### src/rtl/icache_pkg.sv
package icache_pkg;

   // ----------------------------------------
   // Geometry and widths
   // ----------------------------------------
   localparam int ADDR_W     = 32;  // Fetch and AXI byte address
   localparam int ID_W       = 8;   // Fetch transaction ID
   localparam int LINE_W     = 128;
   localparam int AXI_DATA_W = 64;
   localparam int BEATS      = LINE_W / AXI_DATA_W;

   // Defaults for the top level
   localparam int N_WAYS_DEF = 2;
   localparam int N_SETS_DEF = 16;

   localparam int OFFSET_W   = $clog2(LINE_W / 8);  // Byte offset inside a line

   // ----------------------------------------
   // AXI read burst for one refill
   // ----------------------------------------
   localparam logic [7:0] AR_LEN        = 8'(BEATS - 1);
   localparam logic [2:0] AR_SIZE       = 3'($clog2(AXI_DATA_W / 8));  // 8 bytes per beat
   localparam logic [1:0] AR_BURST_INCR = 2'b01;

   // One fetch word is one cache line
   typedef logic [LINE_W-1:0]     line_t;
   typedef logic [AXI_DATA_W-1:0] beat_t;

endpackage

### src/rtl/ar_buffer.sv
`timescale 1ns/1ps

module ar_buffer #(
   parameter int DEPTH = 2
) (
   input  logic                          clk,
   input  logic                          rst_n,
   input  logic                          push_valid_i,
   input  logic [icache_pkg::ADDR_W-1:0] push_addr_i,
   output logic                          push_ready_o,
   output logic                          init_arvalid_o,
   output logic [icache_pkg::ADDR_W-1:0] init_araddr_o,
   input  logic                          init_arready_i
);

   localparam int PTR_W = (DEPTH > 1) ? $clog2(DEPTH) : 1;
   localparam int CNT_W = $clog2(DEPTH + 1);

   logic [icache_pkg::ADDR_W-1:0] entry_q [DEPTH];
   logic [PTR_W-1:0]              wr_ptr_q;
   logic [PTR_W-1:0]              rd_ptr_q;
   logic [CNT_W-1:0]              count_q;
   logic                          push;
   logic                          pop;

   function automatic logic [PTR_W-1:0] next_ptr(input logic [PTR_W-1:0] ptr);
      return (ptr == PTR_W'(DEPTH - 1)) ? '0 : ptr + 1'b1;
   endfunction

   assign push_ready_o   = (count_q != CNT_W'(DEPTH));
   assign init_arvalid_o = (count_q != '0);
   assign init_araddr_o  = entry_q[rd_ptr_q];  // Head entry drives AR
   assign push           = push_valid_i & push_ready_o;
   assign pop            = init_arvalid_o & init_arready_i;

   always_ff @(posedge clk)
   begin
      if (push)
         entry_q[wr_ptr_q] <= push_addr_i;
   end

   always_ff @(posedge clk or negedge rst_n)
   begin
      if (!rst_n)
      begin
         wr_ptr_q <= '0;
         rd_ptr_q <= '0;
         count_q  <= '0;
      end
      else
      begin
         if (push)
            wr_ptr_q <= next_ptr(wr_ptr_q);
         if (pop)
            rd_ptr_q <= next_ptr(rd_ptr_q);
         count_q <= count_q + CNT_W'(push) - CNT_W'(pop);
      end
   end

endmodule

### config.mk
export PLATFORM = sky130hd
export DESIGN_NAME = ar_buffer
export DESIGN_NICKNAME = d
export VERILOG_FILES = /design/src/rtl/icache_pkg.sv /design/src/rtl/ar_buffer.sv
export SDC_FILE = /design/constraint.sdc
export NUM_CORES = 1
export LEC_CHECK = 0
export ABC_AREA = 1
export ABC_CLOCK_PERIOD_IN_PS = 2200
export CAP_MARGIN = 20
export CORE_MARGIN = 3
export CORE_UTILIZATION = 50
export DETAILED_ROUTE_END_ITERATION = 7
export DONT_BUFFER_PORTS = 1
export PLACE_DENSITY = 0.65
export RECOVER_POWER = 100
export SYNTH_ARGS = -nofsm -noshare
export SYNTH_HDL_FRONTEND = slang
export SYNTH_SLANG_ARGS = --single-unit
### constraint.sdc
create_clock -name clk -period 2.2 [get_ports clk]
set_input_delay 0.33 -clock clk [delete_from_list [all_inputs] [get_ports clk]]
set_output_delay 0.33 -clock clk [all_outputs]
set_load 0.01 [all_outputs]
### After elaboration in Yosys (flattened, before gate mapping)

Memories as Yosys holds them, arrays and structs flattened.
Index checks and enable logic that the tools add are counted.

* $add $sub $neg: 4
* equal/unequal tests: 1
* muxes and demuxes: 4
* bitwise operators: 2
* reductions and logical operators: 1

Operators with widths (count)
* two-way mux 1 bit: 4
* adder 1 bit (second input constant): 2
* adder 2 x 1 -> 2 bit: 1
* bitwise AND 1 bit: 2
* inequality test 2 bit (second input constant): 1
* nonzero test 2 bit: 1
* subtractor 2 x 1 -> 2 bit: 1

* flip-flop bits (word level): 4
* bits in writable memories: 64
* input port bits: 36
* output and inout bits: 34
* logic and storage cells: 16
* memories: 1

Memories
* entry_q: depth 2, width 32, rd ports 1, clocked after memory_dff 0, write ports 1, RTL line ar_buffer.sv:19 `logic [icache_pkg::ADDR_W-1:0] entry_q [DEPTH];`

### Longest topological paths before layout

* depth in word-level cells: 4
* depth in mapped cells: 12
* gate-level depth less buffers: 12

### Worst setup path before layout

OpenSTA, ideal clock, no wires.

* path type: register to register
* start point: register count_q[1]
* end point: memory entry_q[0][0] (netlist bit) (enable)
* library setup time: 0.421 ns
* data arrival time: 1.985 ns
* required time: 1.779 ns
* path slack: -0.206 ns
* cell stages (with the launch flop): 4
* buffers on the path: 0
* period minus slack after synthesis: 2.406 ns
* cell sequence: dfrtp_1 nand2_2 nand2_4 nor2_1

* longest elaborated chain between the ends: 4

Ends and longest elaborated chain
* start: declaration: RTL line ar_buffer.sv:22 `logic [CNT_W-1:0] count_q;`
* start signal: assignment: RTL line ar_buffer.sv:56 `count_q <= count_q + CNT_W'(push) - CNT_W'(pop);`
* inequality test 2 bit: RTL line ar_buffer.sv:30 `assign push_ready_o = (count_q != CNT_W'(DEPTH));`
* named net push_ready_o: RTL line ar_buffer.sv:10 `output logic push_ready_o,`
* bitwise AND 1 bit: RTL line ar_buffer.sv:33 `assign push = push_valid_i & push_ready_o;`
* two-way mux 1 bit: RTL line ar_buffer.sv:38 `if (push)`
* two-way mux 1 bit (implied by the code): RTL line ar_buffer.sv:39 `entry_q[wr_ptr_q] <= push_addr_i;`
* end: declaration: RTL line ar_buffer.sv:19

The timed path passes the listed nets, and every way through them passes these cells.

### Worst setup path in the final report

* start point: register rd_ptr_q
* end point: output init_araddr_o[14] (netlist bit)

* longest elaborated chain between the ends: 1

Ends and longest elaborated chain
* start: declaration: RTL line ar_buffer.sv:21 `logic [PTR_W-1:0] rd_ptr_q;`
* start signal: assignment: RTL line ar_buffer.sv:55 `rd_ptr_q <= next_ptr(rd_ptr_q);`
* memory read (2 x 32 bit)
* end: declaration: RTL line ar_buffer.sv:12 `output logic [icache_pkg::ADDR_W-1:0] init_araddr_o,`

Every way passes these cells.

==> reports/summary.txt <==
================================================================================
Commonest non-fill, non-tap cells in the layout                     sky130_fd_sc_hd__nand2_1 (103), sky130_fd_sc_hd__edfxtp_1 (64), sky130_fd_sc_hd__clkbuf_8 (9)
Number of cell rows                                                           25
Number of buffers added by the clock tree synthesis step                       9
Root cell of the clock tree                                         sky130_fd_sc_hd__clkbuf_8
EDFF count, synth                                                             64
Crit Path Max Fanout                                                          15
Die extent in x                                                          78.0 um
Tcrit/Tclk final                                                           81.9%
Power density over the cells                                        1380 nW/um^2
Share of flip-flops with an asynchronous set or reset                      5.88%
Mapped Nets                                                                  236
Crit Reg-Reg Endpoint                                               entry_q[0][26]$_DFFE_PP_
Number of cells after detailed placement                                     267
Fin nets                                                                     249
Last element of the critical path                                   init_araddr_o[14]
Hold violation total from the final report                                     0
Maximum achievable frequency                                           0.555 GHz
Area of the mapped netlist                                             2590 um^2
Mean instance size in the synthesized netlist                          13.0 um^2
Depth of the CTS H-tree                                                        3
Most common flop cell mapped by yosys                               sky130_fd_sc_hd__edfxtp_1
Register bit count reported by yosys                                          68
Cells after synthesis                                                        199
Met3 routing resource usage after global routing                           6.84%
Clock transition at the registers of the reported paths                    70 ps
Die footprint                                                          6080 um^2
Sequential cell area fraction in the yosys report                          78.1%
Met2 track utilization from global routing                                 26.3%
Worst reg-to-reg path cell count                                               4
Critical path data required time                                         1870 ps
Setup CP Type                                                            reg2out
RSZ-0062 raised after global routing                                          no
Summed negative setup slack over all endpoints                              0 ps
DRC marker count from the first detailed-route iteration                      71
Half-perimeter wire length after detailed placement                      3080 um
Slew Limit Headroom                                                        68.1%
Clock Sinks                                                                   68
Area grow syn2layout                                                       10.4%
CP Launch Type                                                          register
Global-route wire length before repair                                   6970 um
Final cell count without fillers                                             284
TritonCTS clock tree                                                         yes
DRC errors left                                                                0
Starting density of the core                                               53.4%
Skew-Pair Late Insertion Delay                                            340 ps
Reg-to-reg startpoint                                               count_q[1]$_DFF_PN0_
Top Usage Layer GRT                                                         met2
Slowest cell on the critical path                                   sky130_fd_sc_hd__dfrtp_1
Number of I/O port buffers                                                     0
Minimum clock period                                                     1800 ps
Max-slew violation total from the final report                                 0
Drt pass-1 iters                                                               4
Worst hold-check path type                                                in2reg
Result of the run                                                      completed
Worst Max-Slew Pin Slew                                                   479 ps
Gr ovfl total                                                                  0
Stages on worst setup path                                                     3
Most frequent cell on the critical path                             sky130_fd_sc_hd__nand2_1
Number of buffers between clock root and the deepest sink                      2
Number of buffer and inverter stages on the critical path                      1
Yosys warnings                                                                 0
Number of I/O pins                                                            70
Max IR drop VDD                                                         0.666 mV
Die Y-Extent                                                             78.0 um
GR Util met1                                                               16.7%
Delay of the slowest cell on the worst path                               500 ps
Setup slack on the worst flop-to-flop path                                420 ps
Via count                                                                   1404
Leading cell type in the layout, fill and taps excluded             sky130_fd_sc_hd__nand2_1
Pin count of the biggest net entering global routing                          25
Overall global routing resource usage                                      15.8%
Number of inserted diodes                                                      0
Via count of the first global-routing pass                                  1405
Area of the placeable core                                             4850 um^2
Fraction of final layout cells with drive strength greater than 1          12.9%
Critical Path AT                                                         1470 ps
Cell breakdown of the critical path                                 clkbuf_2 -> nand2_1 -> nand2_1
Number of nets still failing antenna checks after routing                      0
Routed via count divided by cell count                                      4.94
Routability congestion estimate                                            0.703
Count of distinct cell types in the synthesized netlist                       17
Dominant delay contributor by cell family on the critical path        flip-flops
Max capacitance violation total                                                0
Leakage power summed over all cells                                   0.00115 uW
Wire per inst                                                            15.6 um
Final count of negative-setup-slack endpoints                                  0
Routed Wire Length                                                       4440 um
Startpoint of the worst setup timing path                           rd_ptr_q$_DFFE_PN0P_
Critical Path End Type                                               output port
Antenna violations before repair                                               0
Clock skew                                                               5.78 ps
================================================================================
what timing repair did:
action / 4_1_cts / 5_1_grt
hold buffers: 1 / 0
endpoints found under the hold margin: 4 / 0
endpoints found under the setup margin: 0 / 0
setup buffers: 0 / 0
resized for setup: 0 / 0
final cells by class:
type	count	area, um^2
sequential	68	2020
fill	401	1990
multi-input combinational	116	472
clock buffer	9	124
tap	67	83.8
clock inverter	7	67.6
timing repair buffer	9	60.1
inverter	8	31.3
registers in the layout, indices dropped and copies added, names as in the netlist:
signal    cells
entry_q      64
count_q       2
wr_ptr_q      1
rd_ptr_q      1
where the power goes:
part           switching (uW)  internal [uW]
clock                     445            516
combinational             830            261
sequential                109           1770
total                    1380           2550
worst min path at each step:
| stage | startpoint | to | slack [ps] | depth (start not counted) |
|---|---|---|---|---|
| after floorplan | rst_n | count_q[0]$_DFF_PN0_ | 30 | 0 |
| after global placement | rst_n | count_q[0]$_DFF_PN0_ | 30 | 0 |
| after detailed placement | rst_n | count_q[0]$_DFF_PN0_ | 30 | 0 |
| after CTS | push_addr_i[21] | entry_q[1][21]$_DFFE_PP_ | 70 | 0 |
| after global routing | push_addr_i[21] | entry_q[1][21]$_DFFE_PP_ | 70 | 0 |
| final | push_addr_i[21] | entry_q[1][21]$_DFFE_PP_ | 90 | 0 |
cells in the mapped netlist (2+ instances only):
master,n,share of area (%)
sky130_fd_sc_hd__buf_4,2,0.58
sky130_fd_sc_hd__nand2_1,101,15
sky130_fd_sc_hd__nand2_2,3,0.72
sky130_fd_sc_hd__dfrtp_1,4,3.9
sky130_fd_sc_hd__buf_2,2,0.39
sky130_fd_sc_hd__nand3_1,2,0.39
sky130_fd_sc_hd__edfxtp_1,64,74
sky130_fd_sc_hd__nor2_1,2,0.29
sky130_fd_sc_hd__buf_6,3,1.3
sky130_fd_sc_hd__inv_1,7,1.0
sky130_fd_sc_hd__nor2_2,3,0.72
through the flow:
stage               util [%]  power, uW  area [um^2]  hold WS [ps]  setup WS, ps
global placement        55.4       3000         2690          34.6           837
finish                  59.0       3930         2860          85.0           398
floorplan                  -       2810         2590          34.4           292
global route            59.0       4200         2860          66.7           255
CTS                     59.6       4040         2890          71.4           452
detailed placement      55.4       3070         2690          34.6           733
layer usage:
layer  vias to the layer above  wire length [um]
met2                        57              2270
met4                         0               102
met3                         9               390
met5                         -                 0
li1                        686                 -
met1                       652              1680
logic make-up after synthesis:
family	synth area share, %
AND/OR/NAND/NOR	17.2
flip-flops	78.1
buffers and inverters	3.53
AO/OA/AOI/OAI	0.386
XOR/XNOR	0.338
adder cells (fa/ha/maj)	0.483
Note: power is estimated with default switching activity, not from simulation.
