`config.mk`:
```
export PLATFORM = sky130hd
export DESIGN_NAME = icache_way_ram
export DESIGN_NICKNAME = d
export VERILOG_FILES = /design/src/rtl/icache_way_ram.sv
export SDC_FILE = /design/constraint.sdc
export NUM_CORES = 1
export LEC_CHECK = 0
export BUFFER_PORTS_ARGS = -buffer_cell sky130_fd_sc_hd__buf_2
export CAP_MARGIN = 10
export CORE_MARGIN = 1.5
export CORE_UTILIZATION = 55
export DETAILED_ROUTE_END_ITERATION = 16
export HOLD_SLACK_MARGIN = 0.03
export PLACE_DENSITY = 0.68
export SLEW_MARGIN = 20
export SYNTH_ARGS = -nofsm -noshare
export SYNTH_HDL_FRONTEND = slang
export SYNTH_SLANG_ARGS = --single-unit
```
`constraint.sdc`:
```
create_clock -name clk -period 9.85 [get_ports clk]
set_input_delay 1.4775 -clock clk [delete_from_list [all_inputs] [get_ports clk]]
set_output_delay 1.4775 -clock clk [all_outputs]
set_load 0.03 [all_outputs]
```
`src/rtl/icache_way_ram.sv`:
```
`timescale 1ns/1ps

module icache_way_ram #(
   parameter int  DEPTH = 16,
   parameter type T     = logic [31:0],
   localparam int AW    = (DEPTH > 1) ? $clog2(DEPTH) : 1
) (
   input  logic          clk,
   input  logic [AW-1:0] addr_i,
   input  logic          req_i,
   input  logic          we_i,
   input  T              wdata_i,
   output T              rdata_o
);

   T mem_q [DEPTH];

   // Single port, read data lands one cycle after the request
   always_ff @(posedge clk)
   begin
      if (req_i)
      begin
         if (we_i)
            mem_q[addr_i] <= wdata_i;
         else
            rdata_o <= mem_q[addr_i];  // Held until the next read
      end
   end

endmodule

```
# Word level (Yosys, flattened, before mapping)
# Memory sizes are Yosys's and may differ from the RTL's. A register that Yosys moved wholly into a read port is not among the register bits.
# Index checks and enable logic that the tools add are counted.
[word_totals]
n_memories = 1
out_inout_bits = 32
input_bits = 39
ram_bits = 512
ff_bits = 0
[op_classes]
muxes = 3
reduce_logical = 1
bitwise = 1
[mem_list]
columns = ["name", "words", "word_bits", "read_ports", "rd_clocked_by_memory_dff", "wr", "line_no", "text"]
rows = [
  ["mem_q", 16, 32, 1, 1, 1, "16", "T mem_q [DEPTH];"],
]
[ops]
columns = ["cell", "n"]
rows = [
  ["1-bit 2-to-1 mux", 3],
  ["2-bit AND reduction", 1],
  ["1-bit NOT", 1],
]

# Logic depth before layout (Yosys ltp)
# Gate-level depths: netlist of run 1.
[logic_depth]
word_depth = 3
depth_mapped = 6
ltp_nobuf = 3

# Worst setup path before layout of run 1
# Ideal clock, no wire load.
[synth_timing]
path_type = "input-to-reg"
start = "input addr_i[0]"
end = "memory mem_q[0][0] (netlist bit) (enable)"
required_time_ps = 9389
stages = 5
setup_slack_ps = 4833
arrival_time_ps = 4555
path_cell_list = "clkbuf_1 > buf_6 > buf_4 > or3_1 > nor3_1"
[synth_lines]
columns = ["element", "line_no", "text"]
rows = [
  ["from (decl)", "9", "input logic [AW-1:0] addr_i,"],
  ["to (decl)", "16", ""],
]
# No word-level cell before the write port.

==> results of run 1 <==
-- critical path, delay by kind of cell --
family | cells | cell delay [ps]
buf+inv | 3 | 2030
mux | 1 | 600
compound gates | 1 | 210
simple gates | 1 | 80
-- synthesized netlist by cell type (all sizes together) --
| cell type | number |
|---|---|
| a22oi | 64 |
| and2 | 1 |
| buf | 21 |
| clkbuf | 26 |
| edfxtp | 544 |
| mux4 | 128 |
| nand2 | 34 |
| nand2b | 2 |
| nand4 | 1 |
| nand4b | 2 |
| nor2 | 13 |
| nor2b | 3 |
| nor3 | 4 |
| or3 | 1 |
-- cell type report --
| cell class | instances | area, um^2 | share of cell area |
|---|---|---|---|
| well taps | 468 | 586 | 0.0256 |
| multi-input cells | 253 | 3770 | 0.165 |
| clock inverters | 27 | 225 | 0.00985 |
| clock buffers | 66 | 1380 | 0.0602 |
| flip-flops and latches | 544 | 16300 | 0.715 |
| diodes | 1 | 2.50 | 0.000109 |
| repair buffers | 96 | 557 | 0.0244 |
-- registers in the layout, indices dropped and copies added, names as in the netlist --
signal   count
mem_q      512
rdata_o     32
-- power groups by stage --
stage	sequential, mW	combinational [mW]	clock, mW
6_report	2.59	0.203	1.88
5_1_grt	2.59	0.220	2.00
4_1_cts	2.59	0.207	1.91
3_5_place_dp	2.64	0.206	0
3_3_place_gp	2.64	0.202	0
2_1_floorplan	2.65	0.118	0
-- metal layers --
layer | share of wire | routed length (um)
met1 | 0.43 | 17100
met2 | 0.49 | 19500
met3 | 0.067 | 2670
met4 | 0.018 | 716
met5 | 0.00025 | 10
-- cells in the final DEF, fill, tap and decap left out, drive strengths merged --
| cell type | instances |
|---|---|
| edfxtp | 544 |
| mux4 | 128 |
| buf | 95 |
| clkbuf | 67 |
| a22oi | 64 |
| nand2 | 34 |
| clkinv | 23 |
| nor2 | 13 |
| bufinv | 4 |
| nor3 | 4 |
| nor2b | 3 |
| nand2b | 2 |
| nand4b | 2 |
| diode | 1 |
| and2 | 1 |
| nand4 | 1 |
| or3 | 1 |
-- logic make-up after synthesis --
kind of cell / Yosys count
flip-flops: 544
multiplexers: 128
AO/OA/AOI/OAI: 64
AND/OR/NAND/NOR: 61
buffers and inverters: 47
-- worst min-delay path by stage --
stage               cells past startpoint           from     endpoint
floorplan                               3   mem_q[14][0]   rdata_o[0]
global placement                        3   mem_q[14][0]   rdata_o[0]
detailed placement                      3  mem_q[12][31]  rdata_o[31]
CTS                                     3  mem_q[13][31]  rdata_o[31]
global route                            3   mem_q[7][22]  rdata_o[22]
finish                                  3  mem_q[13][31]  rdata_o[31]
-- metrics by stage --
step	utilization	instance area [um^2]	std cells
5_1_grt	0.627	22900	1454
3_5_place_dp	0.583	21200	1361
6_report	0.627	22900	1455
2_1_floorplan	-	20200	844
4_1_cts	0.627	22800	1454
3_3_place_gp	0.583	21200	1361
==> results.yml, run 1 <==
outcome:
  status: "finished clean"
power_and_ir_drop:
  total_power_mw: 4.67
  p_per_area_nw_per_um2: 204
  switching_share: 0.198
  power_frac_comb: 0.043
  clockPowerShare: 0.402
  seqPwrFrac: 0.555
  p_leak_nw: 7.27
  ir_worst_vdd_v: 0.000118
  cell_internal_pwr_mw: 3.75
  power.switching_uw: 923
cts:
  clock_latency_ps: 560
  cts_tree: "built"
  clock-sinks: 544
  cts_hold_buf: 0
  h-tree-depth: 2
  cts_root_buffer: "clkbuf_16"
  cts_resized: 0
  clock_path_buffers: 3
  path_clk_slew_ps: 60
  post-cts-setup-buffer-count: 0
  cts_buffers: 52
global_routing:
  grt_pass1_vias: 9259
  grt_util_met2: 0.352
  grt.busiest_layer: "met2"
  antenna_found_initial: 2
  grt_pass1_wl_um: 59700
  grt_overflow_total: 0
  grt_max_degree: 74
  track_usage: 0.219
  use_met1: 0.318
  met3_usage: 0.0373
logic_synthesis:
  syn-cell-area_um2: 20200
  synth_top_area_cell: "edfxtp_1"
  synthSimpleGateAreaFrac: 0.0131
  synth_fp_nets: 883
  synth.area.top_cells: "edfxtp_1 81%, mux4_2 14%, a22oi_1 2.4%"
  synth_top_area_frac: 0.808
  synth_mux_area_frac: 0.143
  synth_top_family_by_area: "multiplexers"
  synth_xor_xnor_area_share: 0
  syn_area_per_cell_um2: 24.0
  synth_compound_area_frac: 0.0238
  synth_cell_type_count: 17
  ys_seq_area_frac: 0.808
  synth_fa_ha_area_frac: 0
  yosys_register_bits: 544
  synthCells: 844
  yosys_warnings: 0
drt:
  avgRoutedWirePerCell_um: 27.5
  ant_nets: 0
  drc_errors: 0
  routed_wl_um: 40100
  drt-initial-drc-count: 941
  dr_total_vias: 9026
  detailedRoute.firstPassIterationCount: 5
  via_per_inst: 6.20
final_layout:
  drive_above_1_share: 0.318
  area_delta_synth_final_pct: 13.1
  nets: 986
  fillers: 2461
worst_setup_path:
  cp_cell_sequence: "clkbuf_8, buf_4, buf_4, mux4_2, a22oi_1, nand2_1"
  crit_path_top_delay_cell: "buf_4"
  worst-endpoint-arrival_ps: 4510
  start_kind: "input pin"
  r2r_end: "rdata_o[7]"
  r2r_setup_slack_ps: 8370
  cp_max_fo: 46
  cpMostUsedCell: "buf_4"
  critPathMaxStageDelay_ps: 800
  cp_data_required_time_ps: 10150
  timing.rr.start: "mem_q[11][7]"
  critPathCapture: "rdata_o[13]"
  ff2ff_path_depth: 3
  startpoint: "addr_i[0]"
  crit_path_end_kind: "register"
  path_class: "in2reg"
timing:
  finalHoldViolCount: 0
  setup_violations: 0
  min_period_ps: 4210
  whs_ps: 744
  period_share: 0.427
  max_freq_mhz: 238
  max_slew_margin: 0.304
  rsz0062_at_grt: "false"
  finalSetupTns_ps: 0
  skew_ps: 7.60
  worst_pin_slew_ps: 1040
  report.final.slew_viol_count: 0
  fin_ws_ps: 5640
die:
  rows: 70
  die_h_um: 195
  start_util: 0.555
  die-area_um2: 37900
  coreArea_um2: 36400
  ios: 71
  fp.dieW_um: 195
run:
  maxCapViolCount: 0
place:
  place_congestion: 0.713
  pre_cts_slack_ps: 4910
  port_buffers: 70
  dp_hpwl_um: 20800
min_path:
  hold_path.class: "reg2reg"
Power figures use the tool's default switching activity.
==> run 2, diff against run 1 <==
PLACE_DENSITY = 0.71   (was 0.68)
clock period = 3.7 ns   (was 9.85 ns; I/O delays follow)
==> run 2 against run 1 <==
Against the previous run:
- register-to-register slack lost 6100 ps
- critical path depth fell by 2
- first-iteration DRC count rose by 8.6%
- combinational power grew to 2.8 times the previous value
- largest power group unchanged
- non-clock buffer count grew 6
- clock-buffer cell count decreased by 4
- flip-flop and latch count is the same
- cell count increased by 0.21%
- clock skew fell by 0.91 ps
- core utilization rose by 0.56 points
- total power rose to 2.7 times the previous value
==> results.yml, run 2 (synthesis gave the netlist of run 1 again) <==
outcome:
  status: "finished clean"
timing:
  period_share: 0.582
  rsz0062_at_grt: "false"
  max_slew_margin: 0.357
  worst_pin_slew_ps: 965
  skew_ps: 6.69
  whs_ps: 356
  max_freq_mhz: 464
  finalHoldViolCount: 0
  fin_ws_ps: 1540
  min_period_ps: 2160
  setup_violations: 0
  finalSetupTns_ps: 0
  report.final.slew_viol_count: 0
worst_setup_path:
  cp_data_required_time_ps: 3960
  r2r_setup_slack_ps: 2230
  crit_family: "simple AND/OR/NAND/NOR gates"
  path_class: "in2reg"
  cp_cell_sequence: "clkbuf_8, nand4b_1, nor2_4, buf_4"
  critPathMaxStageDelay_ps: 650
  start_kind: "input pin"
  crit_path_top_delay_cell: "nor2_4"
  crit_buf_inv: 2
  crit_path_end_kind: "register"
  cp_max_fo: 35
  worst-endpoint-arrival_ps: 2410
drt:
  routed_wl_um: 42300
  drt-initial-drc-count: 1022
  ant_nets: 0
  dr_total_vias: 9214
  drc_errors: 0
  avgRoutedWirePerCell_um: 29.0
  via_per_inst: 6.32
  detailedRoute.firstPassIterationCount: 5
final_layout:
  antennaDiodeCount: 0
  drive_above_1_share: 0.322
  final_util: 0.633
  nets: 991
  reg_top3: "mem_q x512, rdata_o x32"
  regArea_um2: 16300
  most-common-layout-cells: "544 x edfxtp_1, 128 x mux4_2, 68 x buf_2"
  final_common_cell: "edfxtp_1"
  final_cells: 1458
  fillers: 2418
  multi_input_area_um2: 3790
  largest_register_ffs: 512
  area_delta_synth_final_pct: 14.1
  stdcell_area_um2: 23100
  largest_register: "mem_q"
die:
  start_util: 0.555
  rows: 70
  die_h_um: 195
  die-area_um2: 37900
  coreArea_um2: 36400
  fp.dieW_um: 195
  ios: 71
place:
  place_congestion: 0.720
  pre_cts_slack_ps: 959
  dpl.cell_count: 1367
  dp_hpwl_um: 22100
  port_buffers: 70
  postPlaceCellArea_um2: 21500
global_routing:
  antenna_found_initial: 0
  track_usage: 0.232
  grt_pass1_wl_um: 63100
  grt_pass1_vias: 9555
  grt_max_degree: 82
  grt_overflow_total: 0
cts:
  cts_hold_buf: 0
  post-cts-setup-buffer-count: 0
  cts_resized: 0
  path_clk_slew_ps: 60
  cts_root_buffer: "clkbuf_16"
  clock_path_buffers: 3
  cts_buffers: 51
  clock_latency_ps: 560
  h-tree-depth: 2
  clock-sinks: 544
  cts_tree: "built"
power_and_ir_drop:
  ir_worst_vdd_v: 0.000320
  p_per_area_nw_per_um2: 541
  p_leak_nw: 7.34
  total_power_mw: 12.5
min_path:
  hold_path.class: "in2reg"
run:
  maxCapViolCount: 0
[run 2: cell count changes in the layout (fill, tap and decap cells not counted)]
cell        previous run  this run
buf_12                 0        12
buf_4                 27        21
clkbuf_1              13         9
clkinv_1              11        14
nor3_2                 3         0
nor3_4                 1         4
clkinv_2              11         9
clkinvlp_4             0         2
clkinv_4               1         0
diode_2                1         0
[run 2: path summary, 6_finish.rpt]
| path | start | endpoint | cells after the start |
|---|---|---|---|
| min reg2reg | mem_q[12][31] | rdata_o[31] | 3 |
| max reg2reg | mem_q[1][27] | rdata_o[27] | 3 |
| max | addr_i[0] | mem_q[10][11] | 4 |
| min | wdata_i[11] | mem_q[12][11] | 1 |
[run 2: layer usage]
layer | GRT usage | wire, um | share of wire
met5 | 0 | 0 | 0
met2 | 0.382 | 21400 | 0.50
met1 | 0.325 | 16900 | 0.40
met3 | 0.0401 | 3080 | 0.073
met4 | 0.0712 | 1040 | 0.024
[run 2: layout make-up]
type                    instances  share of cell area
flip-flops and latches        544               0.708
multi-input cells             253               0.165
well taps                     468              0.0254
clock inverters                29              0.0101
repair buffers                102              0.0326
clock buffers                  62              0.0590
[run 2: power by group]
| group | switching (mW) | total [mW] | internal [mW] |
|---|---|---|---|
| Clock | 2.14 | 5.02 | 2.87 |
| Combinational | 0.347 | 0.563 | 0.216 |
| Sequential | 0.0231 | 6.90 | 6.88 |
[run 2: worst reg2reg max path, cell delays in order (launching register included)]
cell and delay [ps]:
edfxtp_1 380, mux4_2 480, a22oi_1 280, nand2_1 90
