## config.mk

```make
export PLATFORM = sky130hd
export DESIGN_NAME = icache_ctrl
export DESIGN_NICKNAME = d
export VERILOG_FILES = /design/src/rtl/icache_pkg.sv /design/src/rtl/icache_ctrl.sv
export SDC_FILE = /design/constraint.sdc
export NUM_CORES = 1
export LEC_CHECK = 0
export BUFFER_PORTS_ARGS = -buffer_cell sky130_fd_sc_hd__buf_4
export CAP_MARGIN = 20
export CORE_AREA = 2 2 311 313
export DETAILED_ROUTE_END_ITERATION = 10
export DIE_AREA = 0 0 313 315
export GPL_TIMING_DRIVEN = 0
export PLACE_DENSITY = 0.35
export SYNTH_ARGS = -nofsm -noshare
export SYNTH_HDL_FRONTEND = slang
export SYNTH_SLANG_ARGS = --single-unit
```

## constraint.sdc

```tcl
create_clock -name clk -period 4.1 [get_ports clk]
set_clock_uncertainty 0.2 [all_clocks]
set_input_delay 0.615 -clock clk [delete_from_list [all_inputs] [get_ports clk]]
set_output_delay 0.615 -clock clk [all_outputs]
set_load 0.03 [all_outputs]
```

## src/rtl/icache_pkg.sv

```systemverilog
package icache_pkg;

   // ----------------------------------------
   // Geometry and widths
   // ----------------------------------------
   localparam int ADDR_W     = 32;  // Fetch and AXI byte address
   localparam int ID_W       = 8;   // Fetch transaction ID
   localparam int LINE_W     = 128;
   localparam int AXI_DATA_W = 64;
   localparam int BEATS      = LINE_W / AXI_DATA_W;

   // Defaults for the top level
   localparam int N_WAYS_DEF = 2;
   localparam int N_SETS_DEF = 16;

   localparam int OFFSET_W   = $clog2(LINE_W / 8);  // Byte offset inside a line

   // ----------------------------------------
   // AXI read burst for one refill
   // ----------------------------------------
   localparam logic [7:0] AR_LEN        = 8'(BEATS - 1);
   localparam logic [2:0] AR_SIZE       = 3'($clog2(AXI_DATA_W / 8));  // 8 bytes per beat
   localparam logic [1:0] AR_BURST_INCR = 2'b01;

   // One fetch word is one cache line
   typedef logic [LINE_W-1:0]     line_t;
   typedef logic [AXI_DATA_W-1:0] beat_t;

endpackage

```

## src/rtl/icache_ctrl.sv

```systemverilog
`timescale 1ns/1ps

module icache_ctrl #(
   parameter int  N_WAYS = icache_pkg::N_WAYS_DEF,
   parameter int  N_SETS = icache_pkg::N_SETS_DEF,
   localparam int IDX_W  = $clog2(N_SETS),
   localparam int TAG_W  = icache_pkg::ADDR_W - icache_pkg::OFFSET_W - IDX_W
) (
   input  logic                          clk,
   input  logic                          rst_n,
   // Fetch port
   input  logic                          fetch_req_i,
   input  logic [icache_pkg::ADDR_W-1:0] fetch_addr_i,
   input  logic [icache_pkg::ID_W-1:0]   fetch_id_i,
   output logic                          fetch_grant_o,
   output logic                          fetch_r_valid_o,
   output icache_pkg::line_t             fetch_r_data_o,
   output logic [icache_pkg::ID_W-1:0]   fetch_r_id_o,
   // Tag and data RAMs
   output logic [IDX_W-1:0]              ram_addr_o,
   output logic [N_WAYS-1:0]             ram_req_o,
   output logic                          ram_we_o,
   output logic [TAG_W-1:0]              tag_wdata_o,
   input  logic [TAG_W-1:0]              tag_rdata_i [N_WAYS],
   input  icache_pkg::line_t             data_rdata_i [N_WAYS],
   output icache_pkg::line_t             line_wdata_o,
   // Refill path
   output logic                          ar_valid_o,
   output logic [icache_pkg::ADDR_W-1:0] ar_addr_o,
   input  logic                          ar_ready_i,
   input  logic                          line_valid_i,
   input  icache_pkg::line_t             line_data_i,
   output logic                          line_taken_o,
   // Flush and status
   input  logic                          flush_req_i,
   output logic                          flush_ack_o,
   output logic                          pending_o
);

   localparam int WAY_W = (N_WAYS > 1) ? $clog2(N_WAYS) : 1;

   typedef enum logic [2:0] {S_INIT, S_IDLE, S_REQ, S_WAIT, S_FLUSH} state_e;

   state_e                      state_q;
   state_e                      state_d;
   logic [N_WAYS-1:0]           valid_q [N_SETS];
   logic [WAY_W-1:0]            rr_q [N_SETS];  // Next victim per set
   logic                        cmp_valid_q;
   logic [IDX_W-1:0]            idx_q;
   logic [TAG_W-1:0]            tag_q;
   logic [icache_pkg::ID_W-1:0] id_q;
   logic [N_WAYS-1:0]           hit_vec;
   logic [WAY_W-1:0]            hit_way;
   logic                        hit;
   logic                        miss;
   logic                        accept;
   logic                        refill_done;

   // ----------------------------------------
   // Compare stage
   // ----------------------------------------
   always_comb
   begin
      hit_vec = '0;
      hit_way = '0;
      for (int w = 0; w < N_WAYS; w++)
      begin
         hit_vec[w] = valid_q[idx_q][w] & (tag_rdata_i[w] == tag_q);
         if (hit_vec[w])
            hit_way = WAY_W'(w);
      end
   end

   assign hit         = cmp_valid_q & (|hit_vec);
   assign miss        = cmp_valid_q & ~(|hit_vec);
   assign refill_done = (state_q == S_WAIT) & line_valid_i;

   // A hit keeps the pipe open, a miss closes it until the refill answers
   assign fetch_grant_o = (state_q == S_IDLE) & ~miss & ~flush_req_i;
   assign accept        = fetch_req_i & fetch_grant_o;

   assign fetch_r_valid_o = hit | refill_done;
   assign fetch_r_data_o  = refill_done ? line_data_i : data_rdata_i[hit_way];  // Way select
   assign fetch_r_id_o    = id_q;

   // ----------------------------------------
   // RAM and refill side
   // ----------------------------------------
   assign ram_addr_o   = (state_q == S_WAIT) ? idx_q
                                             : fetch_addr_i[icache_pkg::OFFSET_W +: IDX_W];
   assign ram_req_o    = refill_done ? (N_WAYS'(1) << rr_q[idx_q]) : {N_WAYS{accept}};
   assign ram_we_o     = refill_done;
   assign tag_wdata_o  = tag_q;
   assign line_wdata_o = line_data_i;

   assign ar_valid_o   = (state_q == S_REQ);
   assign ar_addr_o    = {tag_q, idx_q, {icache_pkg::OFFSET_W{1'b0}}};  // Line aligned
   assign line_taken_o = refill_done;
   assign flush_ack_o  = (state_q == S_FLUSH);
   assign pending_o    = (state_q == S_WAIT);

   always_comb
   begin
      state_d = state_q;
      unique case (state_q)
         S_INIT:
            state_d = S_IDLE;
         S_IDLE:
         begin
            if (miss)
               state_d = S_REQ;
            else if (flush_req_i)
               state_d = S_FLUSH;
         end
         S_REQ:
         begin
            if (ar_ready_i)
               state_d = S_WAIT;
         end
         S_WAIT:
         begin
            if (line_valid_i)
               state_d = S_IDLE;
         end
         default:
            state_d = S_IDLE;  // S_FLUSH lasts one cycle
      endcase
   end

   // Request held in the compare stage and through a refill
   always_ff @(posedge clk)
   begin
      if (accept)
      begin
         idx_q <= fetch_addr_i[icache_pkg::OFFSET_W +: IDX_W];
         tag_q <= fetch_addr_i[icache_pkg::ADDR_W-1 -: TAG_W];
         id_q  <= fetch_id_i;
      end
   end

   always_ff @(posedge clk or negedge rst_n)
   begin
      if (!rst_n)
      begin
         state_q     <= S_INIT;
         cmp_valid_q <= 1'b0;
         valid_q     <= '{default: '0};
         rr_q        <= '{default: '0};
      end
      else
      begin
         state_q     <= state_d;
         cmp_valid_q <= accept;
         if (state_q == S_FLUSH)
            valid_q <= '{default: '0};
         else if (refill_done)
         begin
            valid_q[idx_q][rr_q[idx_q]] <= 1'b1;
            rr_q[idx_q] <= (rr_q[idx_q] == WAY_W'(N_WAYS - 1)) ? '0 : rr_q[idx_q] + 1'b1;
         end
      end
   end

endmodule

```

# After elaboration in Yosys (flattened, before gate mapping)
# Cells that the tools add are included.
# totals
out_inout_bits	333
regBits	88
in_bits	478
# classes
eq_ne	9
bitwise	16
shifts	1
reduce_logical	6
n_addsub	1
magnitude_cmp	5
muxes	28
# ops
operator	count
2-to-1 mux 128 bit	4
2-to-1 mux 32 bit	2
== test 24 bit	2
bitwise OR 32 bit	1
bitwise mux 16 bit	1
2-to-1 mux 3 bit	4
one-hot mux 3 bit (3 select lines)	1
AND 1 bit	8
binary-select mux 2 bit (select 4 bit)	1
demux 2 bit (select 4 bit)	1
2-to-1 mux 2 bit	4
== test 3 x 2 -> 1 bit (second input constant)	2
2-to-1 mux 1 bit	6
>= comparator 5 bit (second input constant)	1
< comparator 5 x 1 -> 1 bit (second input constant)	1
inverter 4 -> 5 bit	1
binary-select mux 1 bit (select 4 bit)	1
demux 1 bit (select 4 bit)	1
2-to-1 mux 4 bit	1
inverter 1 bit	4
== test 3 x 1 -> 1 bit (second input constant)	1
== test 3 bit (second input constant)	1
inequality test 3 bit (second input constant)	1
AND reduction 3 bit	1
14 further kinds	15

# Depth between registers and ports, before layout
# depth
depth_word	13
mapped_depth	11
mapped_depth_nobuf	6

# Worst setup path before layout
# No wires, ideal clock.
# synth_timing
path_type	register to output
startpoint	register idx_q[3]
endpoint	output fetch_r_data_o[10]
path_stages_with_launch	11
slack_ns	0.482
arrival_time_ns	2.803
path_buffers	4
path_cell_list	edfxtp_1 > buf_2 > and2_1 > clkbuf_1 > nand2b_1 > o31ai_1 > or4_1 > buf_2 > buf_4 > mux2i_1 > o21ai_0
# synth_via
elab_chain_cells	11
# synth_lines
item	line	source
from (decl)	icache_ctrl.sv:49	logic [IDX_W-1:0] idx_q;
from (signal assigned)	icache_ctrl.sv:135	idx_q <= fetch_addr_i[icache_pkg::OFFSET_W +: IDX_W];
inverter 4 -> 5 bit (not written as such)	icache_ctrl.sv:68	hit_vec[w] = valid_q[idx_q][w] & (tag_rdata_i[w] == tag_q);
binary-select mux 2 bit (select 4 bit)	icache_ctrl.sv:68	
2-to-1 mux 2 bit (not written as such) (2 in a row)	icache_ctrl.sv:68	
AND 1 bit	icache_ctrl.sv:68	
2-to-1 mux 1 bit	icache_ctrl.sv:69	if (hit_vec[w])
inverter 1 -> 2 bit (not written as such)	icache_ctrl.sv:83	assign fetch_r_data_o = refill_done ? line_data_i : data_rdata_i[hit_way];
2-to-1 mux 128 bit (not written as such) (3 in a row)	icache_ctrl.sv:83	
2-to-1 mux 128 bit	icache_ctrl.sv:83	
to (decl)	icache_ctrl.sv:17	output icache_pkg::line_t fetch_r_data_o,
# Every way passes these cells. The select of a mux whose other input is x is not followed.

# Worst setup path in the final report
# layout_timing
startpoint	register tag_q[16] (netlist: tag_wdata_o[16])
endpoint	output fetch_r_data_o[60]
# layout_via
elab_chain_cells	8
# layout_lines
item	line	source
from (decl)	icache_ctrl.sv:50	logic [TAG_W-1:0] tag_q;
from (signal assigned)	icache_ctrl.sv:136	tag_q <= fetch_addr_i[icache_pkg::ADDR_W-1 -: TAG_W];
== test 24 bit	icache_ctrl.sv:68	
AND 1 bit	icache_ctrl.sv:68	
2-to-1 mux 1 bit	icache_ctrl.sv:69	
inverter 1 -> 2 bit (not written as such)	icache_ctrl.sv:83	
2-to-1 mux 128 bit (not written as such) (3 in a row)	icache_ctrl.sv:83	
2-to-1 mux 128 bit	icache_ctrl.sv:83	
# Every way passes these cells. The select of a mux whose other input is x is not followed.

==> impl_metrics.csv <==
group,metric,value,unit
status,status,"finished, final reports clean",
placement,numPortBuffers,802,
logic_synthesis,ys_warn_count,0,
timing,layout_min_cycle_time,3.98,ns
logic_synthesis,synth-edff-count,36,
logic_synthesis,avgSynthCellArea,8.63,um2
clock_tree,number_of_sinks_handled_by_clock_tree_synthesis,88,
global_routing,antenna_found_initial,11,
setup_path,startpoint_class,"register",
power_and_ir_drop,vdd.ir_drop.worst,0.220,mV
setup_path,critical_path.most_common_cell,"buf_6",
logic_synthesis,synth_area,7990,um2
power_and_ir_drop,report.power.total,5.56,mW
setup_path,worst-endpoint-required,3.28,ns
setup_path,critical_path.n_buffers_inverters,4,
setup_path,cp_max_fo,10,
clock_tree,clkSlewWorstSetupHoldPaths,0.07,ns
clock_tree,cts-root-to-sink-buffers,2,
clock_tree,hold_buffers,0,
setup_path,crit_type,"reg2out",
worst_hold_path,worstHoldPathType,"in2async",
final_layout,post_route_cells_drive_above_1_share,0.601,
final_layout,layout_commonest_cell,"buf_4",
route,via_per_inst,3.38,
global_routing,grt_start_max_net_pins,53,
final_layout,mostFrequentLayoutCells,"buf_4 (975), nand2_1 (159), mux2i_1 (129)",
setup_path,timing.critical_path.slowest_cell_delay,0.51,ns
clock_tree,worst_skew_pair.late_latency,0.35,ns
timing,tightest_slew,1.11,ns
timing,max_slew_margin,0.261,
setup_path,timing.critical_path.from,"tag_wdata_o[16]",
setup_path,critical_path.top_delay_family,"simple AND/OR/NAND/NOR gates",
setup_path,reg2reg_start,"tag_wdata_o[23]",
die,die_height,315,um
setup_path,critical_path_cell_with_the_highest_stage_delay,"or4_1",
route,detail-route-antenna-nets,0,
final_layout,finalNetCount,2239,
route,remaining_drc_errors,0,
logic_synthesis,synthArstFlopShare,0.591,
power_and_ir_drop,p_leak,8.31,nW
route,detailedRoute.firstPassIterationCount,7,
die,core_footprint,95700,um2
route,detailroute.via_count,10286,
power_and_ir_drop,power_density,342,nW/um2
placement,preCtsSetupSlack,-0.865,ns
global_routing,grt_use_total,0.146,
route,drt-wirelength-per-cell,25.2,um
job,cap_violations,0,
setup_path,critical_path_endpoint_category,"output pin",
die,placementRows,114,
clock_tree,clk_root_buffer_cell,"clkbuf_16",
placement,hpwlAfterDp,68.5,mm
final_layout,fillerInstances,10965,
clock_tree,htree_num_levels,3,
timing,post-route-worst-setup-slack,0.120,ns
route,drt_iter0_drc,612,
global_routing,grt_pass1_wl,96.6,mm
final_layout,syn2layout_area_growth,104,%
logic_synthesis,dominantRegCellSynth,"dfrtp_1",
clock_tree,tritoncts,"done",
die,floorplan.initialDensity,0.0835,
global_routing,first_global_vias,10324,
timing,hold_viol_final,0,
setup_path,crit_arrival,3.17,ns
die,fp.dieW,313,um
logic_synthesis,seq_area_frac_synth,0.298,
logic_synthesis,post_synth_inst_count,926,
logic_synthesis,synth_cell_type_count,41,
die,top_level_ports,811,
clock_tree,numCtsBuffers,9,
timing,setup_viol_count_final,0,
setup_path,crit_chain,"xor2_1 > nor4_2 > nand4_1 > or4_1 > buf_6 > buf_8 > buf_6 > mux2i_1 > o21ai_1 > buf_4",
timing,final_count_of_pins_violating_max_slew,0,
global_routing,overflow,0,
placement,gp_congestion,0.957,
die,die_area,98600,um2
logic_synthesis,yosys_register_bits,88,
timing,timing.fmax,251,MHz
timing,layout_worst_path_cycle_share,0.971,
route,wl,76.8,mm
synthesized netlist by cell type, types with 10 or more instances:
cell | instances | area share
xnor2_1 | 16 | 0.018
a21oi_1 | 12 | 0.0075
a31oi_1 | 10 | 0.0078
xor2_1 | 32 | 0.035
buf_4 | 158 | 0.15
nand2_1 | 159 | 0.075
mux2i_1 | 131 | 0.16
mux4_2 | 11 | 0.031
dfrtp_1 | 52 | 0.16
clkbuf_1 | 41 | 0.019
buf_6 | 15 | 0.021
edfxtp_1 | 36 | 0.14
o21ai_0 | 37 | 0.023
o21ai_1 | 109 | 0.068
nor2_1 | 25 | 0.012
state kept, by name (all words and copies together), names as in the netlist:
register,count
valid_q,32
tag_wdata_o,24
rr_q,16
fetch_r_id_o,8
idx_q,4
state_q,3
cmp_valid_q,1
path summary, 6_finish.rpt:
check	cells past startpoint	endpoint	slack [ns]
hold / removal	1	rr_q[2]	0.11
setup / recovery	10	fetch_r_data_o[60]	0.12
setup reg to reg	9	idx_q[1]	0.78
max in group asynchronous	1	valid_q[10]	3.13
hold reg to reg	2	valid_q[24]	0.28
min in group clk	1	tag_wdata_o[3]	0.24
cell families (layout without fill, tap and decap cells):
kind of cell	after synthesis	after routing	share of synthesized area
AO/OA/AOI/OAI	188	188	0.127
XOR/XNOR	48	48	0.0526
buffers and inverters	222	1059	0.193
flip-flops	88	88	0.298
multiplexers	150	150	0.208
other	1	7	0.000469
AND/OR/NAND/NOR	229	229	0.121
what timing repair did:
action / CTS / global route
buffers inserted: 15 / 1
gates resized for setup: 31 / 7
endpoints found under the setup margin: 134 / 29
pin swaps: 6 / 2
layout make-up:
cell class,count,area (um2),area share
timing repair buffer,822,6210,0.381
inverter,5,23.8,0.00146
antenna,3,7.51,0.000461
tap,1276,1600,0.0981
buffer,216,1550,0.0951
multi-input combinational,619,4180,0.257
clock buffer,13,283,0.0174
sequential,88,2380,0.146
clock inverter,3,46.3,0.00284
routing by layer:
metal  up-vias  track usage  wire [um]
li1       4737            -          -
met1      5001        0.193      33300
met2       509        0.246      37200
met3        33       0.0340       5680
met4         6       0.0154        574
met5         -            0         41
stage by stage:
| step | util | TNS [ns] | instance area [um2] | instances | hold slack (ns) |
|---|---|---|---|---|---|
| 5_1_grt | 0.170 | -0.00732 | 16300 | 3042 | 0.161 |
| 3_5_place_dp | 0.164 | -56.25 | 15700 | 3011 | 0.267 |
| 6_report | 0.170 | 0 | 16300 | 3045 | 0.112 |
| 4_1_cts | 0.170 | 0 | 16200 | 3041 | 0.127 |
| 3_3_place_gp | 0.163 | -115.36 | 15600 | 3007 | 0.256 |
| 2_1_floorplan | - | 0 | 8000 | 929 | 0.119 |
where the power goes:
group          switching, mW  internal (mW)
Clock                  0.365          0.550
Combinational           2.03           1.30
Sequential             0.157           1.16
(Power assumes the default switching activity.)
