### src/rtl/icache_pkg.sv
package icache_pkg;

   // ----------------------------------------
   // Geometry and widths
   // ----------------------------------------
   localparam int ADDR_W     = 32;  // Fetch and AXI byte address
   localparam int ID_W       = 8;   // Fetch transaction ID
   localparam int LINE_W     = 128;
   localparam int AXI_DATA_W = 64;
   localparam int BEATS      = LINE_W / AXI_DATA_W;

   // Defaults for the top level
   localparam int N_WAYS_DEF = 2;
   localparam int N_SETS_DEF = 16;

   localparam int OFFSET_W   = $clog2(LINE_W / 8);  // Byte offset inside a line

   // ----------------------------------------
   // AXI read burst for one refill
   // ----------------------------------------
   localparam logic [7:0] AR_LEN        = 8'(BEATS - 1);
   localparam logic [2:0] AR_SIZE       = 3'($clog2(AXI_DATA_W / 8));  // 8 bytes per beat
   localparam logic [1:0] AR_BURST_INCR = 2'b01;

   // One fetch word is one cache line
   typedef logic [LINE_W-1:0]     line_t;
   typedef logic [AXI_DATA_W-1:0] beat_t;

endpackage

### src/rtl/refill_combiner.sv
`timescale 1ns/1ps

module refill_combiner (
   input  logic              clk,
   input  logic              rst_n,
   input  icache_pkg::beat_t init_rdata_i,
   input  logic              init_rlast_i,
   input  logic              init_rvalid_i,
   output logic              init_rready_o,
   input  logic              line_taken_i,
   output logic              line_valid_o,
   output icache_pkg::line_t line_data_o
);

   localparam int IDX_W = (icache_pkg::BEATS > 1) ? $clog2(icache_pkg::BEATS) : 1;

   icache_pkg::beat_t [icache_pkg::BEATS-1:0] beat_q;
   logic [IDX_W-1:0]                          beat_idx_q;
   logic                                      beat_fire;

   // Memory is stalled while an assembled line waits for the controller
   assign init_rready_o = ~line_valid_o;
   assign beat_fire     = init_rvalid_i & init_rready_o;
   assign line_data_o   = beat_q;  // First beat sits in the low half

   always_ff @(posedge clk)
   begin
      if (beat_fire)
         beat_q[beat_idx_q] <= init_rdata_i;
   end

   always_ff @(posedge clk or negedge rst_n)
   begin
      if (!rst_n)
      begin
         beat_idx_q   <= '0;
         line_valid_o <= 1'b0;
      end
      else
      begin
         if (beat_fire)
            beat_idx_q <= init_rlast_i ? '0 : beat_idx_q + 1'b1;  // Realign on every last beat

         if (beat_fire & init_rlast_i)
            line_valid_o <= 1'b1;
         else if (line_taken_i)
            line_valid_o <= 1'b0;
      end
   end

endmodule

### config.mk
export PLATFORM = sky130hd
export DESIGN_NAME = refill_combiner
export DESIGN_NICKNAME = d
export VERILOG_FILES = /design/src/rtl/icache_pkg.sv /design/src/rtl/refill_combiner.sv
export SDC_FILE = /design/constraint.sdc
export NUM_CORES = 1
export LEC_CHECK = 0
export BUFFER_PORTS_ARGS = -buffer_cell sky130_fd_sc_hd__buf_4
export CAP_MARGIN = 5
export CORE_AREA = 2 2 103 105
export DETAILED_ROUTE_END_ITERATION = 8
export DIE_AREA = 0 0 105 107
export MAX_ROUTING_LAYER = met4
export PLACE_DENSITY_LB_ADDON = 0.15
export SYNTH_ARGS = -nofsm -noshare
export SYNTH_HDL_FRONTEND = slang
export SYNTH_SLANG_ARGS = --single-unit
export TNS_END_PERCENT = 20
### constraint.sdc
create_clock -name clk -period 5.08 [get_ports clk]
set_input_delay 1.016 -clock clk [delete_from_list [all_inputs] [get_ports clk]]
set_output_delay 1.016 -clock clk [all_outputs]
set_load 0.02 [all_outputs]
Word-level counts from Yosys, hierarchy flattened
Index checks and enable logic that the tools add are counted.
{"block": "op_classes", "n_lt_le_gt_ge": 2, "reduce_logical": 2, "n_mux": 6, "n_addsub": 1, "n_bitwise": 3}
{"operator": "bitwise mux 128 bit", "count": 1}
{"operator": "demux 64 bit (select 1 bit)", "count": 1}
{"operator": "two-way mux 64 bit", "count": 1}
{"operator": "two-way mux 1 bit", "count": 3}
{"operator": "AND 1 bit", "count": 2}
{"operator": "< comparator 1 x 2 -> 1 bit, second input constant", "count": 1}
{"operator": "nonzero test 2 bit", "count": 1}
{"operator": "adder 1 bit, second input constant", "count": 1}
{"operator": ">= comparator 1 bit, second input constant", "count": 1}
{"operator": "logical AND 1 bit", "count": 1}
{"operator": "NOT 1 bit", "count": 1}
{"block": "word_totals", "register_bits": 130, "word_cells": 18, "in_bits": 69}

Depth between registers and ports, before layout
Gate-level depths: netlist of run 1.
{"block": "logic_depth", "word_depth": 5, "ltp_mapped": 2, "ltp_nobuf": 2}

Worst setup path before layout of run 1
Ideal clock, no wire load.
{"block": "synth_path", "path_type": "input port to flip-flop", "start": "in init_rvalid_i", "end": "reg beat_q (netlist bit line_data_o[0]) (enable)", "arrival_time_ns": 4.027, "required_time_ns": 4.586, "path_slack_ns": 0.560, "cell_stages": 2, "path_buffers": 0, "cell_sequence": "nor2b_4 nor2b_1"}
{"block": "synth_via", "elab_chain_len": 1}
{"element": "start: declaration", "line_no": "refill_combiner.sv:8", "rtl": "input logic init_rvalid_i,"}
{"element": "AND 1 bit", "line_no": "refill_combiner.sv:23", "rtl": "assign beat_fire = init_rvalid_i & init_rready_o;"}
{"element": "end signal: indexed assignment", "line_no": "refill_combiner.sv:29", "rtl": "beat_q[beat_idx_q] <= init_rdata_i;"}
{"element": "end: declaration", "line_no": "refill_combiner.sv:17", "rtl": "icache_pkg::beat_t [icache_pkg::BEATS-1:0] beat_q;"}
Every way passes these cells.
A chain may end at the register's enable or synchronous reset.

Worst setup path in the final report of run 1
{"block": "layout_path", "start": "in init_rvalid_i", "end": "reg beat_q (netlist bit line_data_o[99]) (enable)"}
Same word-level chain as after synthesis.

==> out/results.ini, run 1 <==
[timing]
setup_viol = 0
setup_slack_ns = 2.64
worst_pin_slew_ns = 1.10
finalSetupTns_ns = 0
skew_ns = 0.00657
fin_crit_ns = 2.44
period_share_pct = 48.0
drv_slew = 0
fin_hold_ws_ns = 0.288
maxSlewHeadroom_pct = 26.8
fmax_mhz = 410
rsz0062_at_grt = no
hold_viol_final = 0

[clocking]
post_cts_buffers = 0
hold_buffers = 0
clk_latency_ns = 0.50
cts.path.max_buffers = 2
cts-buffers-inserted = 17
clkTransAtPathRegs_ns = 0.06
cts_resized = 0
cts.sinks = 130
htreeDepth = 4
cts_root_buffer = clkbuf_8
cts_tree = built

[floorplanning]
num_rows = 37
die_area_um2 = 11200
dieHeight_um = 107
coreArea_um2 = 10100
initial_core_util_pct = 39.2
io_pins = 199
die_x_um = 105

[worst_setup_path]
cp_common_cell = buf_4
worstPathRequired_ns = 5.25
start_kind = input pin
cp_slowest_cell = and2_2
worstSetupStartpoint = init_rvalid_i
reg2reg_from = line_valid_o
crit_path_end_kind = flip-flop
cp.arrival_ns = 2.61
path_class = in -> reg
crit_chain = buf_4, nor2b_4, and2_2, buf_4
slowest_delay_ns = 0.89
cp_max_fo = 45

[global_route]
antenna_found_initial = 0
grt_pass1_vias = 2225
grt_max_degree = 65
grt_overflow = 0
grt_first_pass_wirelength_um = 11800
track_usage_pct = 15.1

[placement]
dp_slack_ns = 2.08
hpwlAfterDp_um = 5720
portBuffers = 198
globalplace.congestion = 0.743

[synth]
synth_seq_cells = 130
synth_top_area_share_pct = 97.2
yosysSeqAreaShare_pct = 98.4
synth_cell_types = 10
syn-cell-area_um2 = 3960
ys_warn_count = 0
synth_largest_area_cell = edfxtp_1
synth.net_count = 207
syn_inst = 138
synth_area_leaders = edfxtp_1 97%, dfrtp_1 1.3%, mux2_4 0.38%
syn_avg_cell_area_um2 = 28.7

[detailed_routing]
drt_iter0_drc = 143
wl_um = 8250
drtPass1Iterations = 4
final_antenna_net_count = 0
via_per_inst = 4.29
num_vias = 2172
drcViolationCount = 0
drt-wirelength-per-cell_um = 16.3

[pwr]
seqPwrFrac_pct = 45.0
clockPowerShare_pct = 42.7
switching_power_uw = 672
powerDensity_nw_per_um2 = 474
swShare_pct = 22.6
comb_power_share_pct = 12.3
ir_drop_uv = 255
internal_power_uw = 2300
leakage_uw = 0.00251

[outcome]
status = complete, no violations

[job]
max-cap-violations = 0

[worst_hold_path]
hold_path.class = in -> async

[finish]
antenna_cells = 0
final_util_pct = 62.1
drive_gt1_share_pct = 63.2
syn_to_final_growth_pct = 58.4
final_common_cell = buf_4
nets = 426
final_cell_mix = 200 x buf_4, 128 x edfxtp_1, 16 x clkbuf_16

==> path summary, 6_finish.rpt <==
path                                   end  depth (start not counted)  slack (ns)
max reg2reg                line_data_o[99]                          3        2.83
min                           line_valid_o                          1        0.29
max in group asynchronous       beat_idx_q                          1        4.70
min reg2reg                     beat_idx_q                          1        0.63
min in group clk                beat_idx_q                          1        0.63
max                        line_data_o[99]                          4        2.64
==> final cells by class <==
class | instances | area [um^2]
well taps | 136 | 170
repair buffers | 200 | 1500
clock buffers | 18 | 418
inverters | 1 | 3.75
flip-flops and latches | 130 | 3890
multi-input cells | 7 | 66.3
fillers | 753 | 3830
clock inverters | 14 | 211
==> cell families (layout without fill, tap and decap cells) <==
| group | after synthesis | in the layout | synth area share [%] |
|---|---|---|---|
| compound gates | 1 | 1 | 0.126 |
| flops | 130 | 130 | 98.4 |
| buf+inv | 1 | 233 | 0.0948 |
| simple gates | 5 | 5 | 0.949 |
| mux | 1 | 1 | 0.380 |
==> power by group through the flow <==
stage                     logic [uW]  registers (uW)  clock network, uW
after floorplan                 48.7            1480                  0
after global placement           369            1360                  0
after detailed placement         373            1360                  0
after CTS                        374            1340               1290
after global routing             386            1340               1340
final                            366            1340               1270
==> stage by stage <==
step	power (uW)	cells	cell area (um^2)
global route	3070	506	6260
finish	2970	506	6260
global placement	1730	474	5640
CTS	3000	506	6260
detailed placement	1730	474	5640
floorplan	1530	138	3960
==> sequential cells by signal, indices dropped and copies added (netlist names) <==
register and count:
line_valid_o 1, line_data_o 128, beat_idx_q 1
==> critical path, delay by kind of cell <==
kind,cells,cell delay [ns]
buf+inv,2,0.52
simple gates,2,1.05
==> Yosys cell counts <==
library cell,n
nor2_1,1
nand3b_1,1
dfrtp_1,2
and2_1,1
nor2b_1,1
mux2_4,1
o21ai_0,1
nor2b_4,1
edfxtp_1,128
inv_1,1
==> metal layers <==
layer  global-route usage, %  share of wire (%)
met3                    6.75                8.7
met5                       -                  0
met1                    15.6                 37
met4                    7.33               0.99
met2                    24.8                 53
No activity file was read; power rests on OpenSTA's default activity.
==> run 2: changes to the inputs <==
==> constraint.sdc (replaced) <==
create_clock -name clk -period 2.05 [get_ports clk]
set_input_delay 0.41 -clock clk [delete_from_list [all_inputs] [get_ports clk]]
set_output_delay 0.41 -clock clk [all_outputs]
set_load 0.02 [all_outputs]
==> run 2 against run 1 <==
Against the previous run: sequential power rose by 150%; first-iteration DRC count fell by 30%; global-route usage barely moved; worst hold slack got worse by 0.20 ns; routed wire length fell by 1.1%; clock skew barely moved; critical path type is now reg -> out.
==> out/results.ini, run 2 (synthesized netlist as in run 1, its figures left out) <==
[detailed_routing]
drcViolationCount = 0
final_antenna_net_count = 0
drt-wirelength-per-cell_um = 16.0
drtPass1Iterations = 4
via_per_inst = 4.26
num_vias = 2168
wl_um = 8160
drt_iter0_drc = 100

[clocking]
cts_root_buffer = clkbuf_8
cts_tree = built
cts.sinks = 130
htreeDepth = 4
cts_resized = 0
cts-buffers-inserted = 17
clkTransAtPathRegs_ns = 0.06
cts.path.max_buffers = 2
clk_latency_ns = 0.50
post_cts_buffers = 0
hold_buffers = 1

[finish]
nets = 429
syn_to_final_growth_pct = 58.5
fill_cells = 782
antenna_cells = 0
largest_reg_flops = 128
final_common_cell = buf_4
regArea_um2 = 3890
drive_gt1_share_pct = 63.3
final_cell_mix = 200 x buf_4, 128 x edfxtp_1, 16 x clkbuf_16
multi_input_area_um2 = 66.3

[global_route]
grt_use_met3_pct = 6.75
grt_pass1_vias = 2252
grt_first_pass_wirelength_um = 11900
track_usage_pct = 15.1
use_met2_pct = 24.7
grt.busiest_layer = met2
grt_max_degree = 38
met1_usage_pct = 15.6
grt_overflow = 0
antenna_found_initial = 0

[floorplanning]
coreArea_um2 = 10100
io_pins = 199
die_x_um = 105
die_area_um2 = 11200
num_rows = 37
dieHeight_um = 107
initial_core_util_pct = 39.2

[worst_setup_path]
crit_path_end_kind = output pin
path_class = reg -> out
path_delay_family = flip-flops
reg2reg_from = line_valid_o
reg2reg_slack_ns = 0.56
cp_max_fo = 4
slowest_delay_ns = 0.43
cp_slowest_cell = dfrtp_2
cp.arrival_ns = 1.15
r2r_cells = 3
crit_buf_inv = 2
rr_endpoint = line_data_o[13]
worstPathRequired_ns = 1.64
crit_chain = inv_1, buf_4
start_kind = flip-flop

[pwr]
powerDensity_nw_per_um2 = 1140
leakage_uw = 0.00250
finalPower_uw = 7130
ir_drop_uv = 738

[timing]
setup_viol = 0
period_share_pct = 76.1
hold_viol_final = 0
drv_slew = 0
maxSlewHeadroom_pct = 74.0
skew_ns = 0.00691
rsz0062_at_grt = no
worst_pin_slew_ns = 0.389
finalSetupTns_ns = 0
fmax_mhz = 641
fin_crit_ns = 1.56

[worst_hold_path]
hold_path.class = in -> reg
hp-start = init_rdata_i[30]
min_to = line_data_o[30]
holdPathStages = 1

[outcome]
status = complete, no violations

[placement]
globalplace.congestion = 0.728
hpwlAfterDp_um = 5740
portBuffers = 198

[job]
max-cap-violations = 0

==> run 2: changes by cell type in the layout (fill, tap and decap cells not counted), sizes merged <==
cell | before | now
buf | 200 | 202
bufinv | 5 | 3
clkbuf | 18 | 17
clkinv | 7 | 8
clkinvlp | 1 | 4
dlygate4sd3 | 0 | 1
inv | 2 | 1
==> run 2: final cells by class <==
| type | count | area share [%] |
|---|---|---|
| repair buffers | 203 | 24.8 |
| flip-flops and latches | 130 | 62.1 |
| inverters | 1 | 0.0599 |
| well taps | 136 | 2.71 |
| multi-input cells | 7 | 1.06 |
| clock inverters | 15 | 2.67 |
| clock buffers | 17 | 6.61 |
==> run 2: where the power goes <==
| group | internal [uW] | switching (uW) |
|---|---|---|
| sequential | 3230 | 69.9 |
| clock | 1840 | 1060 |
| combinational | 386 | 547 |
==> run 2: worst reg2reg max path, stage by stage, from the launching register on <==
cell and delay (ns):
dfrtp_2 0.43, nor2b_4 0.14, nor2b_4 0.18, buf_4 0.36
==> run 2: metrics by stage <==
| step | setup WS, ns | instances | util, % | hold WS [ns] | cell area (um^2) |
|---|---|---|---|---|---|
| 2_1_floorplan | 0.0206 | 138 | - | 0.114 | 3970 |
| 3_3_place_gp | 0.474 | 476 | 56.2 | 0.195 | 5680 |
| 3_5_place_dp | 0.477 | 476 | 56.2 | 0.197 | 5680 |
| 4_1_cts | 0.464 | 509 | 62.1 | 0.0642 | 6270 |
| 5_1_grt | 0.427 | 509 | 62.1 | 0.0519 | 6270 |
| 6_report | 0.491 | 509 | 62.1 | 0.0889 | 6270 |
==> run 2: per-layer routing <==
metal	routed length, um	part of all wire [%]	vias to the layer above
met3	607	7.4	12
met4	133	1.6	0
met1	2960	36	1053
met5	0	0	-
li1	-	-	1004
met2	4460	55	99
==> run 2: worst max path at each step <==
| stage | start | end | depth (start not counted) |
|---|---|---|---|
| 6_report | line_valid_o | init_rready_o | 2 |
| 5_1_grt | line_valid_o | init_rready_o | 2 |
| 3_5_place_dp | init_rvalid_i | line_data_o[46] | 4 |
| 2_1_floorplan | line_valid_o | line_data_o[0] | 2 |
| 4_1_cts | line_valid_o | init_rready_o | 2 |
| 3_3_place_gp | init_rvalid_i | line_data_o[34] | 4 |
==> run 3: changes to the inputs <==
==> constraint.sdc (replaced) <==
create_clock -name clk -period 1.4 [get_ports clk]
set_input_delay 0.28 -clock clk [delete_from_list [all_inputs] [get_ports clk]]
set_output_delay 0.28 -clock clk [all_outputs]
set_load 0.02 [all_outputs]
==> run 3 against run 2 <==
Against the previous run: the run now ends with negative setup slack left; sequential share of layout area decreased by 6.3 points; clock skew rose by 0.0030 ns; cell count is 13% higher; routed wire length grew 13%; non-clock buffer count rose by 69; utilization is 7.0 points higher; via count grew 14%.
==> out/results.ini, run 3 (synthesized netlist as in run 1, its figures left out) <==
[placement]
portBuffers = 198
globalplace.congestion = 0.741
placed_area_um2 = 5720
dp_slack_ns = 0.0541
hpwlAfterDp_um = 5770

[pwr]
comb_power_share_pct = 14.9
finalPower_uw = 10600
switching_power_uw = 2490
swShare_pct = 23.3
leakage_uw = 0.00281
seqPwrFrac_pct = 45.5
powerDensity_nw_per_um2 = 1530
ir_drop_uv = 944
internal_power_uw = 8160
clockPowerShare_pct = 39.7

[floorplanning]
die_x_um = 105
io_pins = 199
coreArea_um2 = 10100
dieHeight_um = 107
initial_core_util_pct = 39.2
die_area_um2 = 11200
num_rows = 37

[timing]
fin_crit_ns = 1.41
fmax_mhz = 708
setup_slack_ns = -0.0120
rsz0062_at_grt = yes
hold_viol_final = 0
setup_viol = 1
drv_slew = 0
skew_ns = 0.00992
worst_pin_slew_ns = 0.268
maxSlewHeadroom_pct = 82.1
period_share_pct = 101

[clocking]
cts.sinks = 130
cts_root_buffer = clkbuf_8
clkTransAtPathRegs_ns = 0.06
cts.path.max_buffers = 2
cts-buffers-inserted = 17
cts_tree = built
clk_latency_ns = 0.49
htreeDepth = 4

[worst_setup_path]
cp.arrival_ns = 1.13
cp_max_fo = 4
crit_path_end_kind = output pin
path_class = reg -> out
reg2reg_from = line_valid_o
worstPathRequired_ns = 1.12
start_kind = flip-flop
worstSetupStartpoint = line_valid_o

[detailed_routing]
drt-wirelength-per-cell_um = 16.0
wl_um = 9250
drtPass1Iterations = 4
routed.top_layer = met4
wl_met2_um = 5100
drt_iter0_drc = 107
num_vias = 2473
drcViolationCount = 0
final_antenna_net_count = 0
via_per_inst = 4.29
drt-met1-wl_um = 3450
wl_met3_um = 518

[outcome]
status = complete, but fails checks
violations = negative setup slack

[global_route]
track_usage_pct = 16.8
grt_overflow = 0
antenna_found_initial = 0
grt_first_pass_wirelength_um = 13300
grt_max_degree = 29
grt_pass1_vias = 2616

[finish]
largest_reg_flops = 128
final_cell_mix = 201 x buf_4, 128 x edfxtp_1, 66 x dlygate4sd3_1
stdcell_area_um2 = 6980
fill_cells = 686
multi_input_area_um2 = 67.6
antenna_cells = 0
syn_to_final_growth_pct = 76.4
nets = 498
regArea_um2 = 3890
drive_gt1_share_pct = 54.6
final_common_cell = buf_4

[worst_hold_path]
hold_path.class = in -> reg
hp-start = init_rvalid_i

[job]
max-cap-violations = 0

-- run 3: cell types whose count changed in the layout (fill, tap and decap cells not counted), sizes merged --
cell         previous run  this run
clkbuf                 17        18
clkinv                  8         7
dlygate4sd3             1        66
buf                   202       206
clkinvlp                4         2
inv                     1         2
-- run 3: path summary, 6_finish.rpt --
kind	end	slack, ns	cells after the start
max in group asynchronous	line_valid_o	1.19	2
min in group asynchronous	line_valid_o	0.11	2
max reg2reg	line_data_o[35]	0.02	3
max	init_rready_o	-0.01	2
min	line_valid_o	0.06	3
min reg2reg	beat_idx_q	0.63	1
-- run 3: stage by stage --
stage	std cells	setup TNS, ns	utilization [%]	hold slack [ns]
floorplan	138	-70.29	-	-0.0156
global placement	478	0	56.6	0.0658
detailed placement	478	0	56.6	0.0654
CTS	576	-0.0320	69.1	0.0262
global route	577	-1.27	69.1	0.0550
finish	577	-0.0120	69.1	0.0561
-- run 3: power groups by stage --
| stage | clock, uW | combinational, uW | sequential [uW] |
|---|---|---|---|
| finish | 4220 | 1580 | 4840 |
| global placement | 0 | 1420 | 4920 |
| floorplan | 0 | 182 | 5340 |
| global route | 4490 | 1660 | 4870 |
| detailed placement | 0 | 1430 | 4920 |
| CTS | 4340 | 1590 | 4840 |
-- run 3: repair_timing --
action,in CTS,in global routing
resized for setup,2,1
endpoints found under the hold margin,131,0
setup buffers,1,1
setup endpoints to repair,2,86
pin swaps,0,0
hold buffers,66,0
-- run 3: worst max-delay path, stage by stage (launching register included) --
cell	delay, ns
dfrtp_2	0.45
inv_2	0.08
buf_6	0.11
-- run 3: layer usage --
| layer | vias to the layer above | GRT usage (%) |
|---|---|---|
| met5 | - | - |
| met4 | 0 | 7.81 |
| met3 | 17 | 5.78 |
| met2 | 113 | 29.1 |
| met1 | 1198 | 17.1 |
| li1 | 1145 | - |
-- run 3: layout make-up --
class | count | share of cell area (%)
Tap cell | 136 | 2.44
Multi-Input combinational cell | 7 | 0.968
Sequential cell | 130 | 55.8
Clock inverter | 13 | 2.33
Clock buffer | 18 | 5.99
Timing Repair Buffer | 272 | 32.4
Inverter | 1 | 0.0538
